===== config.mk =====
export PLATFORM = sky130hd
export DESIGN_NAME = mini_core_top
export DESIGN_NICKNAME = d
export VERILOG_FILES = /design/src/source/mini_core_pkg.sv /design/src/source/mini_core_byp_if.sv /design/src/source/mini_core_top.sv /design/src/source/mini_core_wb_stage.sv /design/src/source/mini_core_ex_stage.sv /design/src/source/mini_core_controller_bypass.sv /design/src/source/mini_core_id_stage.sv /design/src/source/mini_core_regfile.sv
export VERILOG_INCLUDE_DIRS = /design/src /design/src/source
export SDC_FILE = /design/constraint.sdc
export NUM_CORES = 2
export LEC_CHECK = 0
export BUFFER_PORTS_ARGS = -buffer_cell sky130_fd_sc_hd__buf_2
export CAP_MARGIN = 20
export CORE_UTILIZATION = 40
export DETAILED_ROUTE_END_ITERATION = 12
export GPL_ROUTABILITY_DRIVEN = 0
export HOLD_SLACK_MARGIN = 0.02
export PLACE_DENSITY = 0.65
export SYNTH_ARGS = -nofsm -noshare
export SYNTH_HDL_FRONTEND = slang
export SYNTH_SLANG_ARGS = --single-unit

===== constraint.sdc =====
create_clock -name clk_i -period 6.48 [get_ports clk_i]
set_input_delay 0.972 -clock clk_i [delete_from_list [all_inputs] [get_ports clk_i]]
set_output_delay 0.972 -clock clk_i [all_outputs]
set_load 0.005 [all_outputs]

===== src/source/mini_core_defines.svh =====
// Mini core global sizes shared by the package, the interface and the RTL modules
`ifndef MINI_CORE_DEFINES_SVH
`define MINI_CORE_DEFINES_SVH

// Data path width
`define MC_XLEN 32

// Register file size and address width
`define MC_NUM_REGS 16
`define MC_RADDR_W 4

// Data RAM depth in words
`define MC_RAM_WORDS 16

// Register file read ports, A and B
`define MC_NUM_RD_PORTS 2

`endif

===== src/source/mini_core_pkg.sv =====
// Mini core package with the opcode, instruction format and pipe register types
`default_nettype none
`include "mini_core_defines.svh"

package mini_core_pkg;

  // Opcodes in the top nibble, undefined codes behave as NOP
  typedef enum logic [3:0] {
    OP_NOP  = 4'd0,
    OP_ADD  = 4'd1,
    OP_SUB  = 4'd2,
    OP_XOR  = 4'd3,
    OP_ADDI = 4'd4,
    OP_LD   = 4'd5,
    OP_ST   = 4'd6
  } opcode_e;

  // Register format
  typedef struct packed {
    opcode_e                op;
    logic [`MC_RADDR_W-1:0] rd;
    logic [`MC_RADDR_W-1:0] rs1;
    logic [`MC_RADDR_W-1:0] rs2;
    logic [15:0]            unused;
  } r_fmt_t;

  // Immediate format, imm sits in the low half
  typedef struct packed {
    opcode_e                op;
    logic [`MC_RADDR_W-1:0] rd;
    logic [`MC_RADDR_W-1:0] rs1;
    logic [3:0]             rsvd;
    logic [15:0]            imm;
  } i_fmt_t;

  // Same word seen through both formats
  typedef union packed {
    r_fmt_t r_fmt;
    i_fmt_t i_fmt;
  } instr_u;

  // Operand source select
  typedef enum logic [1:0] {
    SEL_REGFILE = 2'b00,
    SEL_FW_EX   = 2'b01,
    SEL_FW_WB   = 2'b10
  } fw_sel_e;

  // ID to EX pipe
  typedef struct packed {
    logic                   instr_valid;
    opcode_e                op;
    logic                   rf_we;
    logic [`MC_RADDR_W-1:0] rf_waddr;
    logic                   lsu_en;
    logic [`MC_XLEN-1:0]    operand_a;
    logic [`MC_XLEN-1:0]    operand_b;
    logic [`MC_XLEN-1:0]    store_data;
    logic [15:0]            imm;
  } id_ex_pipe_t;

  // EX to WB pipe, result holds ALU value or RAM address
  typedef struct packed {
    logic                   instr_valid;
    logic                   rf_we;
    logic [`MC_RADDR_W-1:0] rf_waddr;
    logic                   lsu_en;
    logic                   lsu_we;
    logic [`MC_XLEN-1:0]    result;
    logic [`MC_XLEN-1:0]    store_data;
  } ex_wb_pipe_t;

endpackage
`default_nettype wire


===== src/source/mini_core_byp_if.sv =====
// Read port and forwarding select bundle between the ID stage and the bypass controller
`timescale 1ns/1ns
`default_nettype none
`include "mini_core_defines.svh"

interface mini_core_byp_if;
  import mini_core_pkg::*;

  // Driven by ID
  logic [`MC_NUM_RD_PORTS-1:0] rf_re;
  logic [`MC_RADDR_W-1:0]      rf_raddr [`MC_NUM_RD_PORTS];
  logic                        valid_id;

  // Driven by the controller
  fw_sel_e                     op_a_sel;
  fw_sel_e                     op_b_sel;
  logic                        load_stall;

  modport id   (output rf_re, rf_raddr, valid_id, input op_a_sel, op_b_sel, load_stall);
  modport ctrl (input rf_re, rf_raddr, valid_id, output op_a_sel, op_b_sel, load_stall);

endinterface
`default_nettype wire


===== src/source/mini_core_top.sv =====
// Mini core top level joining the ID, EX and WB stages with the bypass controller
`timescale 1ns/1ns
`default_nettype none
`include "mini_core_defines.svh"

module mini_core_top (
  input  logic                   clk_i,
  input  logic                   rst_n_i,
  input  logic                   instr_valid_i,
  input  logic [`MC_XLEN-1:0]    instr_i,
  output logic                   instr_ready_o,
  output logic                   retire_valid_o,
  output logic                   retire_we_o,
  output logic [`MC_RADDR_W-1:0] retire_waddr_o,
  output logic [`MC_XLEN-1:0]    retire_wdata_o
);
  import mini_core_pkg::*;

  id_ex_pipe_t            id_ex_pipe;
  ex_wb_pipe_t            ex_wb_pipe;
  logic [`MC_XLEN-1:0]    ex_result;
  logic                   wb_we;
  logic [`MC_RADDR_W-1:0] wb_waddr;
  logic [`MC_XLEN-1:0]    wb_wdata;

  // ID to controller bundle
  mini_core_byp_if byp_if ();

  mini_core_id_stage u_id_stage (
    .clk_i         (clk_i),
    .rst_n_i       (rst_n_i),
    .instr_valid_i (instr_valid_i),
    .instr_i       (instr_i),
    .instr_ready_o (instr_ready_o),
    .byp           (byp_if.id),
    .ex_result_i   (ex_result),
    .wb_result_i   (wb_wdata),
    .wb_we_i       (wb_we),
    .wb_waddr_i    (wb_waddr),
    .id_ex_pipe_o  (id_ex_pipe)
  );

  mini_core_controller_bypass u_controller_bypass (
    .byp          (byp_if.ctrl),
    .id_ex_pipe_i (id_ex_pipe),
    .ex_wb_pipe_i (ex_wb_pipe)
  );

  mini_core_ex_stage u_ex_stage (
    .clk_i        (clk_i),
    .rst_n_i      (rst_n_i),
    .id_ex_pipe_i (id_ex_pipe),
    .ex_result_o  (ex_result),
    .ex_wb_pipe_o (ex_wb_pipe)
  );

  mini_core_wb_stage u_wb_stage (
    .clk_i          (clk_i),
    .rst_n_i        (rst_n_i),
    .ex_wb_pipe_i   (ex_wb_pipe),
    .wb_we_o        (wb_we),
    .wb_waddr_o     (wb_waddr),
    .wb_wdata_o     (wb_wdata),
    .retire_valid_o (retire_valid_o),
    .retire_we_o    (retire_we_o),
    .retire_waddr_o (retire_waddr_o),
    .retire_wdata_o (retire_wdata_o)
  );

endmodule
`default_nettype wire


===== src/source/mini_core_wb_stage.sv =====
// WB stage with data RAM access, write-back value selection and the retire port
`timescale 1ns/1ns
`default_nettype none
`include "mini_core_defines.svh"

module mini_core_wb_stage (
  input  logic                       clk_i,
  input  logic                       rst_n_i,
  input  mini_core_pkg::ex_wb_pipe_t ex_wb_pipe_i,
  output logic                       wb_we_o,
  output logic [`MC_RADDR_W-1:0]     wb_waddr_o,
  output logic [`MC_XLEN-1:0]        wb_wdata_o,
  output logic                       retire_valid_o,
  output logic                       retire_we_o,
  output logic [`MC_RADDR_W-1:0]     retire_waddr_o,
  output logic [`MC_XLEN-1:0]        retire_wdata_o
);

  localparam int unsigned RAM_AW = $clog2(`MC_RAM_WORDS);

  logic [`MC_XLEN-1:0] ram_q [`MC_RAM_WORDS];
  logic [RAM_AW-1:0]   ram_addr;
  logic                is_load;
  logic                is_store;

  // Low address bits index the RAM
  assign ram_addr = ex_wb_pipe_i.result[RAM_AW-1:0];
  assign is_load  = ex_wb_pipe_i.instr_valid && ex_wb_pipe_i.lsu_en && !ex_wb_pipe_i.lsu_we;
  assign is_store = ex_wb_pipe_i.instr_valid && ex_wb_pipe_i.lsu_en && ex_wb_pipe_i.lsu_we;

  // Store lands at end of WB, visible to a load right behind it
  always_ff @(posedge clk_i or negedge rst_n_i) begin
    if (!rst_n_i) begin
      for (int i = 0; i < `MC_RAM_WORDS; i++) begin
        ram_q[i] <= '0;
      end
    end else if (is_store) begin
      ram_q[ram_addr] <= ex_wb_pipe_i.store_data;
    end
  end

  ////////////////////////////////////////
  // Write-back and retire
  ////////////////////////////////////////

  // Async RAM read for loads, ALU result otherwise
  assign wb_wdata_o = is_load ? ram_q[ram_addr] : ex_wb_pipe_i.result;
  assign wb_we_o    = ex_wb_pipe_i.instr_valid && ex_wb_pipe_i.rf_we;
  assign wb_waddr_o = ex_wb_pipe_i.rf_waddr;

  // One retire per valid WB instruction
  assign retire_valid_o = ex_wb_pipe_i.instr_valid;
  assign retire_we_o    = wb_we_o;
  // Address and data read as zero when nothing is written
  assign retire_waddr_o = wb_we_o ? wb_waddr_o : '0;
  assign retire_wdata_o = wb_we_o ? wb_wdata_o : '0;

endmodule
`default_nettype wire


===== src/source/mini_core_ex_stage.sv =====
// EX stage with ALU, load/store address adder and the EX/WB pipe register
`timescale 1ns/1ns
`default_nettype none
`include "mini_core_defines.svh"

module mini_core_ex_stage (
  input  logic                       clk_i,
  input  logic                       rst_n_i,
  input  mini_core_pkg::id_ex_pipe_t id_ex_pipe_i,
  output logic [`MC_XLEN-1:0]        ex_result_o,
  output mini_core_pkg::ex_wb_pipe_t ex_wb_pipe_o
);
  import mini_core_pkg::*;

  logic [`MC_XLEN-1:0] imm_sext;
  logic [`MC_XLEN-1:0] lsu_addr;
  ex_wb_pipe_t         ex_wb_d;

  // Address is base register plus signed offset
  assign imm_sext = {{(`MC_XLEN-16){id_ex_pipe_i.imm[15]}}, id_ex_pipe_i.imm};
  assign lsu_addr = id_ex_pipe_i.operand_a + imm_sext;

  // ALU, also feeds EX forwarding into ID
  always_comb begin
    case (id_ex_pipe_i.op)
      OP_ADD, OP_ADDI: ex_result_o = id_ex_pipe_i.operand_a + id_ex_pipe_i.operand_b;
      OP_SUB:          ex_result_o = id_ex_pipe_i.operand_a - id_ex_pipe_i.operand_b;
      OP_XOR:          ex_result_o = id_ex_pipe_i.operand_a ^ id_ex_pipe_i.operand_b;
      OP_LD, OP_ST:    ex_result_o = lsu_addr;
      default:         ex_result_o = '0;
    endcase
  end

  always_comb begin
    ex_wb_d.instr_valid = id_ex_pipe_i.instr_valid;
    ex_wb_d.rf_we       = id_ex_pipe_i.rf_we;
    ex_wb_d.rf_waddr    = id_ex_pipe_i.rf_waddr;
    ex_wb_d.lsu_en      = id_ex_pipe_i.lsu_en;
    ex_wb_d.lsu_we      = id_ex_pipe_i.lsu_en && (id_ex_pipe_i.op == OP_ST);
    ex_wb_d.result      = ex_result_o;
    ex_wb_d.store_data  = id_ex_pipe_i.store_data;
  end

  // WB never back-pressures, so EX always advances
  always_ff @(posedge clk_i or negedge rst_n_i) begin
    if (!rst_n_i) begin
      ex_wb_pipe_o <= '0;
    end else begin
      ex_wb_pipe_o <= ex_wb_d;
    end
  end

endmodule
`default_nettype wire


===== src/source/mini_core_controller_bypass.sv =====
// Bypass controller producing operand forwarding selects and the load-use stall
`timescale 1ns/1ns
`default_nettype none
`include "mini_core_defines.svh"

module mini_core_controller_bypass (
  mini_core_byp_if.ctrl              byp,
  input  mini_core_pkg::id_ex_pipe_t id_ex_pipe_i,
  input  mini_core_pkg::ex_wb_pipe_t ex_wb_pipe_i
);
  import mini_core_pkg::*;

  logic [`MC_NUM_RD_PORTS-1:0] rf_rd_ex_match;
  logic [`MC_NUM_RD_PORTS-1:0] rf_rd_wb_match;
  logic                        rf_we_ex;
  logic                        rf_we_wb;
  logic                        load_in_ex;

  // Writers qualified by their stage valid
  assign rf_we_ex   = id_ex_pipe_i.rf_we && id_ex_pipe_i.instr_valid;
  assign rf_we_wb   = ex_wb_pipe_i.rf_we && ex_wb_pipe_i.instr_valid;
  // Only loads write rd among LSU ops
  assign load_in_ex = id_ex_pipe_i.lsu_en && rf_we_ex;

  // Per port address match, r0 excluded
  for (genvar g = 0; g < `MC_NUM_RD_PORTS; g++) begin : gen_match
    assign rf_rd_ex_match[g] = rf_we_ex && byp.rf_re[g] && (|byp.rf_raddr[g]) &&
                               (id_ex_pipe_i.rf_waddr == byp.rf_raddr[g]);
    assign rf_rd_wb_match[g] = rf_we_wb && byp.rf_re[g] && (|byp.rf_raddr[g]) &&
                               (ex_wb_pipe_i.rf_waddr == byp.rf_raddr[g]);
  end

  ////////////////////////////////////////
  // Stall
  ////////////////////////////////////////

  // Load data is not ready in EX, hold ID one cycle
  // Next cycle the load sits in WB and forwards from there
  assign byp.load_stall = byp.valid_id && load_in_ex && (|rf_rd_ex_match);

  ////////////////////////////////////////
  // Forwarding
  ////////////////////////////////////////

  always_comb begin
    byp.op_a_sel = SEL_REGFILE;
    byp.op_b_sel = SEL_REGFILE;

    // WB first
    if (rf_rd_wb_match[0]) begin
      byp.op_a_sel = SEL_FW_WB;
    end
    if (rf_rd_wb_match[1]) begin
      byp.op_b_sel = SEL_FW_WB;
    end

    // EX holds the newer value and wins
    if (rf_rd_ex_match[0]) begin
      byp.op_a_sel = SEL_FW_EX;
    end
    if (rf_rd_ex_match[1]) begin
      byp.op_b_sel = SEL_FW_EX;
    end
  end

endmodule
`default_nettype wire


===== src/source/mini_core_id_stage.sv =====
// ID stage with IF/ID register, decode, register read and operand forwarding muxes
`timescale 1ns/1ns
`default_nettype none
`include "mini_core_defines.svh"

module mini_core_id_stage (
  input  logic                       clk_i,
  input  logic                       rst_n_i,
  input  logic                       instr_valid_i,
  input  logic [`MC_XLEN-1:0]        instr_i,
  output logic                       instr_ready_o,
  mini_core_byp_if.id                byp,
  input  logic [`MC_XLEN-1:0]        ex_result_i,
  input  logic [`MC_XLEN-1:0]        wb_result_i,
  input  logic                       wb_we_i,
  input  logic [`MC_RADDR_W-1:0]     wb_waddr_i,
  output mini_core_pkg::id_ex_pipe_t id_ex_pipe_o
);
  import mini_core_pkg::*;

  logic                        if_id_valid_q;
  instr_u                      if_id_instr_q;
  opcode_e                     op_id;
  logic [`MC_NUM_RD_PORTS-1:0] rf_re_id;
  logic                        writes_rd;
  logic                        lsu_en_id;
  logic                        is_st;
  logic                        use_imm;
  logic [`MC_XLEN-1:0]         imm_sext;
  logic [`MC_XLEN-1:0]         rf_rdata [`MC_NUM_RD_PORTS];
  logic [`MC_XLEN-1:0]         port1_data;
  id_ex_pipe_t                 id_ex_d;

  // Pick operand source, EX and WB values bypass the register file
  function automatic logic [`MC_XLEN-1:0] fw_mux(input fw_sel_e             sel,
                                                 input logic [`MC_XLEN-1:0] rf_val,
                                                 input logic [`MC_XLEN-1:0] ex_val,
                                                 input logic [`MC_XLEN-1:0] wb_val);
    case (sel)
      SEL_FW_EX: return ex_val;
      SEL_FW_WB: return wb_val;
      default:   return rf_val;
    endcase
  endfunction

  ////////////////////////////////////////
  // IF/ID register
  ////////////////////////////////////////

  // No acceptance while stalled
  assign instr_ready_o = !byp.load_stall;

  // Dropped valid leaves a bubble in ID
  always_ff @(posedge clk_i or negedge rst_n_i) begin
    if (!rst_n_i) begin
      if_id_valid_q <= 1'b0;
    end else if (!byp.load_stall) begin
      if_id_valid_q <= instr_valid_i;
    end
  end

  always_ff @(posedge clk_i) begin
    if (!byp.load_stall && instr_valid_i) begin
      if_id_instr_q <= instr_i;
    end
  end

  ////////////////////////////////////////
  // Decode
  ////////////////////////////////////////

  assign op_id    = if_id_instr_q.r_fmt.op;
  assign imm_sext = {{(`MC_XLEN-16){if_id_instr_q.i_fmt.imm[15]}}, if_id_instr_q.i_fmt.imm};

  always_comb begin
    rf_re_id  = 2'b00;
    writes_rd = 1'b0;
    lsu_en_id = 1'b0;
    is_st     = 1'b0;
    use_imm   = 1'b0;
    case (op_id)
      OP_ADD, OP_SUB, OP_XOR: begin
        rf_re_id  = 2'b11;
        writes_rd = 1'b1;
      end
      OP_ADDI: begin
        rf_re_id  = 2'b01;
        writes_rd = 1'b1;
        use_imm   = 1'b1;
      end
      OP_LD: begin
        rf_re_id  = 2'b01;
        writes_rd = 1'b1;
        lsu_en_id = 1'b1;
        use_imm   = 1'b1;
      end
      // Store data comes from the rd field on port 1
      OP_ST: begin
        rf_re_id  = 2'b11;
        lsu_en_id = 1'b1;
        is_st     = 1'b1;
        use_imm   = 1'b1;
      end
      default: ;
    endcase
  end

  // Read request to the controller
  assign byp.rf_re       = rf_re_id;
  assign byp.rf_raddr[0] = if_id_instr_q.r_fmt.rs1;
  assign byp.rf_raddr[1] = is_st ? if_id_instr_q.r_fmt.rd : if_id_instr_q.r_fmt.rs2;
  assign byp.valid_id    = if_id_valid_q;

  mini_core_regfile u_regfile (
    .clk_i   (clk_i),
    .rst_n_i (rst_n_i),
    .raddr_i (byp.rf_raddr),
    .rdata_o (rf_rdata),
    .we_i    (wb_we_i),
    .waddr_i (wb_waddr_i),
    .wdata_i (wb_result_i)
  );

  ////////////////////////////////////////
  // Operands and ID/EX register
  ////////////////////////////////////////

  assign port1_data = fw_mux(byp.op_b_sel, rf_rdata[1], ex_result_i, wb_result_i);

  always_comb begin
    id_ex_d.instr_valid = if_id_valid_q;
    id_ex_d.op          = op_id;
    // rd of zero never claims a write
    id_ex_d.rf_we       = writes_rd && (if_id_instr_q.r_fmt.rd != '0);
    id_ex_d.rf_waddr    = if_id_instr_q.r_fmt.rd;
    id_ex_d.lsu_en      = lsu_en_id;
    id_ex_d.operand_a   = fw_mux(byp.op_a_sel, rf_rdata[0], ex_result_i, wb_result_i);
    id_ex_d.operand_b   = use_imm ? imm_sext : port1_data;
    id_ex_d.store_data  = port1_data;
    id_ex_d.imm         = if_id_instr_q.i_fmt.imm;
  end

  // Stall pushes a bubble into EX
  always_ff @(posedge clk_i or negedge rst_n_i) begin
    if (!rst_n_i) begin
      id_ex_pipe_o <= '0;
    end else if (byp.load_stall) begin
      id_ex_pipe_o <= '0;
    end else begin
      id_ex_pipe_o <= id_ex_d;
    end
  end

endmodule
`default_nettype wire


===== src/source/mini_core_regfile.sv =====
// Flip-flop register file with two read ports, one write port and a hardwired zero register
`timescale 1ns/1ns
`default_nettype none
`include "mini_core_defines.svh"

module mini_core_regfile (
  input  logic                         clk_i,
  input  logic                         rst_n_i,
  input  logic [`MC_RADDR_W-1:0]       raddr_i [`MC_NUM_RD_PORTS],
  output logic [`MC_XLEN-1:0]          rdata_o [`MC_NUM_RD_PORTS],
  input  logic                         we_i,
  input  logic [`MC_RADDR_W-1:0]       waddr_i,
  input  logic [`MC_XLEN-1:0]          wdata_i
);

  logic [`MC_XLEN-1:0] regs_q [`MC_NUM_REGS];

  // Write at end of WB cycle, r0 is never written
  always_ff @(posedge clk_i or negedge rst_n_i) begin
    if (!rst_n_i) begin
      for (int i = 0; i < `MC_NUM_REGS; i++) begin
        regs_q[i] <= '0;
      end
    end else if (we_i && (waddr_i != '0)) begin
      regs_q[waddr_i] <= wdata_i;
    end
  end

  // Async read, r0 forced to zero
  for (genvar g = 0; g < `MC_NUM_RD_PORTS; g++) begin : gen_rd_port
    assign rdata_o[g] = (raddr_i[g] == '0) ? '0 : regs_q[raddr_i[g]];
  end

endmodule
`default_nettype wire


==> impl_results.md <==
* Final nets at 5073
* Die footprint at 154000 um2
* Die height at 393 um
* Ys async rst share at 97.4%
* Leak pwr at 0.0300 uW
* Unique masters post-synth at 85
* Delay-heaviest family, CP: simple AND/OR/NAND/NOR gates
* Critical-path maximum fanout at 5
* Critical path's slowest cell: a2111oi_0
* Die width at 393 um
* Mapped Area at 61100 um2
* Top cells by count, synth: 1220 x dfrtp_1, 666 x nand2_1, 540 x o21ai_0, 531 x mux2_2, 330 x mux4_2
* Final min period at 5.73 ns
* Crit start category: register
* Clock root cell: clkbuf_16
* Cell area after layout at 67700 um2
* Fin Clk Skew at 0.0338 ns
* Status: completed
* FMAX at 0.174 GHz
* GR met2 Demand/Resource at 37.5%
* Fin Hold WS at 0.239 ns
* Hold_buf cts at 0
* Register area share after synthesis at 51.5%
* Top_reg_cell synth: dfrtp_1
* Total clock sinks at 1252
* RSZ-0062 raised after global routing: no
* Tightest Hold Check Type: input pin to asynchronous set/reset pin
* Drt pass-1 iters at 6
* Critical path buffers and inverters at 0
* Core box area at 152000 um2
* Final HPWL DP at 116000 um
* Via count at 42990
* Kind of critical path: register to register
* Clk_lat worst skew at 0.79 ns
* Max_cap viols at 0
* CP Cell Sequence: nor3_2 > nand3_1 > nor3_1 > nand2_1 > or3_1 > or3_1 > nor3_1 > o311ai_0 > ha_1 > a2111oi_0 > o21ai_0 > and3b_1 > o21ai_0 > o2111ai_1 > xor2_1 > a221o_1 > nand2_1 > a31oi_1
* Final period util at 88.5%
* Biggest area consumer among synthesized cells: dfrtp_1
* Worst slew margin at 24.2%
* EDFF count, synth at 32
* Syn_nets at 5209
* Initial core utilization at 40.3%
* PortBufs at 73
* Crit path capture type: register
* Largest net degree at the start of global routing at 192
* Setup Buffers After CTS at 0
* H-tree depth at 4
* Seq cells post-synth at 1252
* Antenna Nets Post-Route at 0
* Register clock-pin slew on the reported worst setup and hold paths at 0.06 ns
* Power density over the cells at 278 nW/um2
* Post-DR vias/cell at 6.03
* Global-route wire length before repair at 279000 um
* Met3 Use GR at 5.10%
* Most frequent cell after synthesis: dfrtp_1
* Max IR drop VDD at 0.256 mV
* Crit path largest cell delay at 0.77 ns
* Floorplan row count at 143
* Arrival @ worst endpoint at 6.32 ns
* Share of post-route cells with drive strength above 1 at 26.6%
* DRC at 0
* All-Layer GR Usage at 24.2%
* Final setup viols at 0
* Global route overflow at 0
* DP Area at 63400 um2
* YS warnings at 0
* CTS buffer count at 131
* Yosys top cell area share at 49.9%
* Total power at 18900 uW
* Vias in the first global route at 42696
* Clock tree buffer depth at 3
* Post-cts sizing count at 0
* Area Overhead vs Synth at 10.8%
* Final Hold Fails at 0
* Busiest metal layer after global routing: met2
* Wire per inst at 25.9 um
* Slew @ Worst Pin at 1.13 ns
* Setup TNS at 0 ns
* Cell count after synthesis at 5135
* Total Routed Length at 185000 um
* Mean post-synth cell area at 11.9 um2
* Top-level I/O count at 74
* CTS tree: built
* DRT iter0 DRCs at 4527
* Data required, critical path at 7.07 ns
* Met1 Use GR at 33.7%
* Initial antenna violation count at 5
* Fin. max-slew vios at 0
* Synth area leaders: dfrtp_1 50%, mux4_2 12%, mux2_2 9.8%
-- power by group --
| part | internal [uW] | total (uW) | switching, uW |
|---|---|---|---|
| Combinational | 935 | 2390 | 1460 |
| Sequential | 8330 | 8880 | 551 |
| Clock | 4380 | 7600 | 3220 |
-- through the flow --
| stage | setup WS (ns) | utilization (%) | std cells |
|---|---|---|---|
| 2_1_floorplan | 1.87 | - | 5135 |
| 3_3_place_gp | 1.10 | 41.8 | 6894 |
| 3_5_place_dp | 0.968 | 41.8 | 6894 |
| 4_1_cts | 0.873 | 44.6 | 7127 |
| 5_1_grt | 0.506 | 44.6 | 7129 |
| 6_report | 0.747 | 44.6 | 7132 |
-- flip-flops by register name (all words and copies together), names as in the netlist --
register,cells
u_id_stage.if_id_instr_q,32
u_id_stage.byp.valid_id,1
u_ex_stage.ex_wb_pipe_o,72
u_id_stage.u_regfile.regs_q,512
u_id_stage.id_ex_pipe_o,123
u_wb_stage.ram_q,512
-- placed cells by master, fill, tap and decap left out, drive strengths merged, types with 29 or more instances in the layout --
master  instances
clkbuf        196
ha             38
xnor2          42
mux2          532
edfxtp         32
a31oi          29
a221oi         29
o22ai          36
a211oi         51
and2           46
mux2i         132
o21ai         552
nand3          78
mux4          330
nor3           58
dfrtp        1220
a21oi         187
buf           204
nor2          232
nand2         666
inv            44
-- routing by layer --
layer  part of all wire [%]  wire length, um  vias up
met5                 0.0054               10        -
li1                       -                -    18391
met4                    3.3             6130        2
met1                     42            78200    22220
met3                    8.6            15900      406
met2                     46            84700     1971
-- cell type report --
type | instances | area [um2]
Timing Repair Buffer | 204 | 1520
Clock inverter | 37 | 430
Multi-Input combinational cell | 3372 | 27700
Tap cell | 2030 | 2540
Clock buffer | 196 | 3860
Sequential cell | 1252 | 31500
Antenna cell | 3 | 7.51
Fill cell | 13854 | 84000
Inverter | 38 | 143
-- worst paths after layout --
kind	start	end	slack (ns)	cells after the start
max in group asynchronous	rst_n_i	u_wb_stage.ram_q[158]$_DFFE_PN0P_	4.63	2
hold reg to reg	u_id_stage.id_ex_pipe_o[22]$_DFF_PN0_	u_ex_stage.ex_wb_pipe_o[6]$_DFF_PN0_	0.34	0
hold / removal	rst_n_i	u_wb_stage.ram_q[261]$_DFFE_PN0P_	0.24	1
setup / recovery	u_id_stage.id_ex_pipe_o[50]$_DFF_PN0_	u_id_stage.id_ex_pipe_o[79]$_DFF_PN0_	0.75	18
min in group clk_i	u_id_stage.id_ex_pipe_o[22]$_DFF_PN0_	u_ex_stage.ex_wb_pipe_o[6]$_DFF_PN0_	0.34	0
setup reg to reg	u_id_stage.id_ex_pipe_o[50]$_DFF_PN0_	u_id_stage.id_ex_pipe_o[79]$_DFF_PN0_	0.75	18
-- cell families after synthesis --
group	share of synthesized area (%)
compound gates	10.5
mux	24.2
simple gates	8.38
flops	51.5
fa+ha+maj	0.811
xor+xnor	0.974
buf+inv	3.64
No activity file was read; power rests on OpenSTA's default activity.
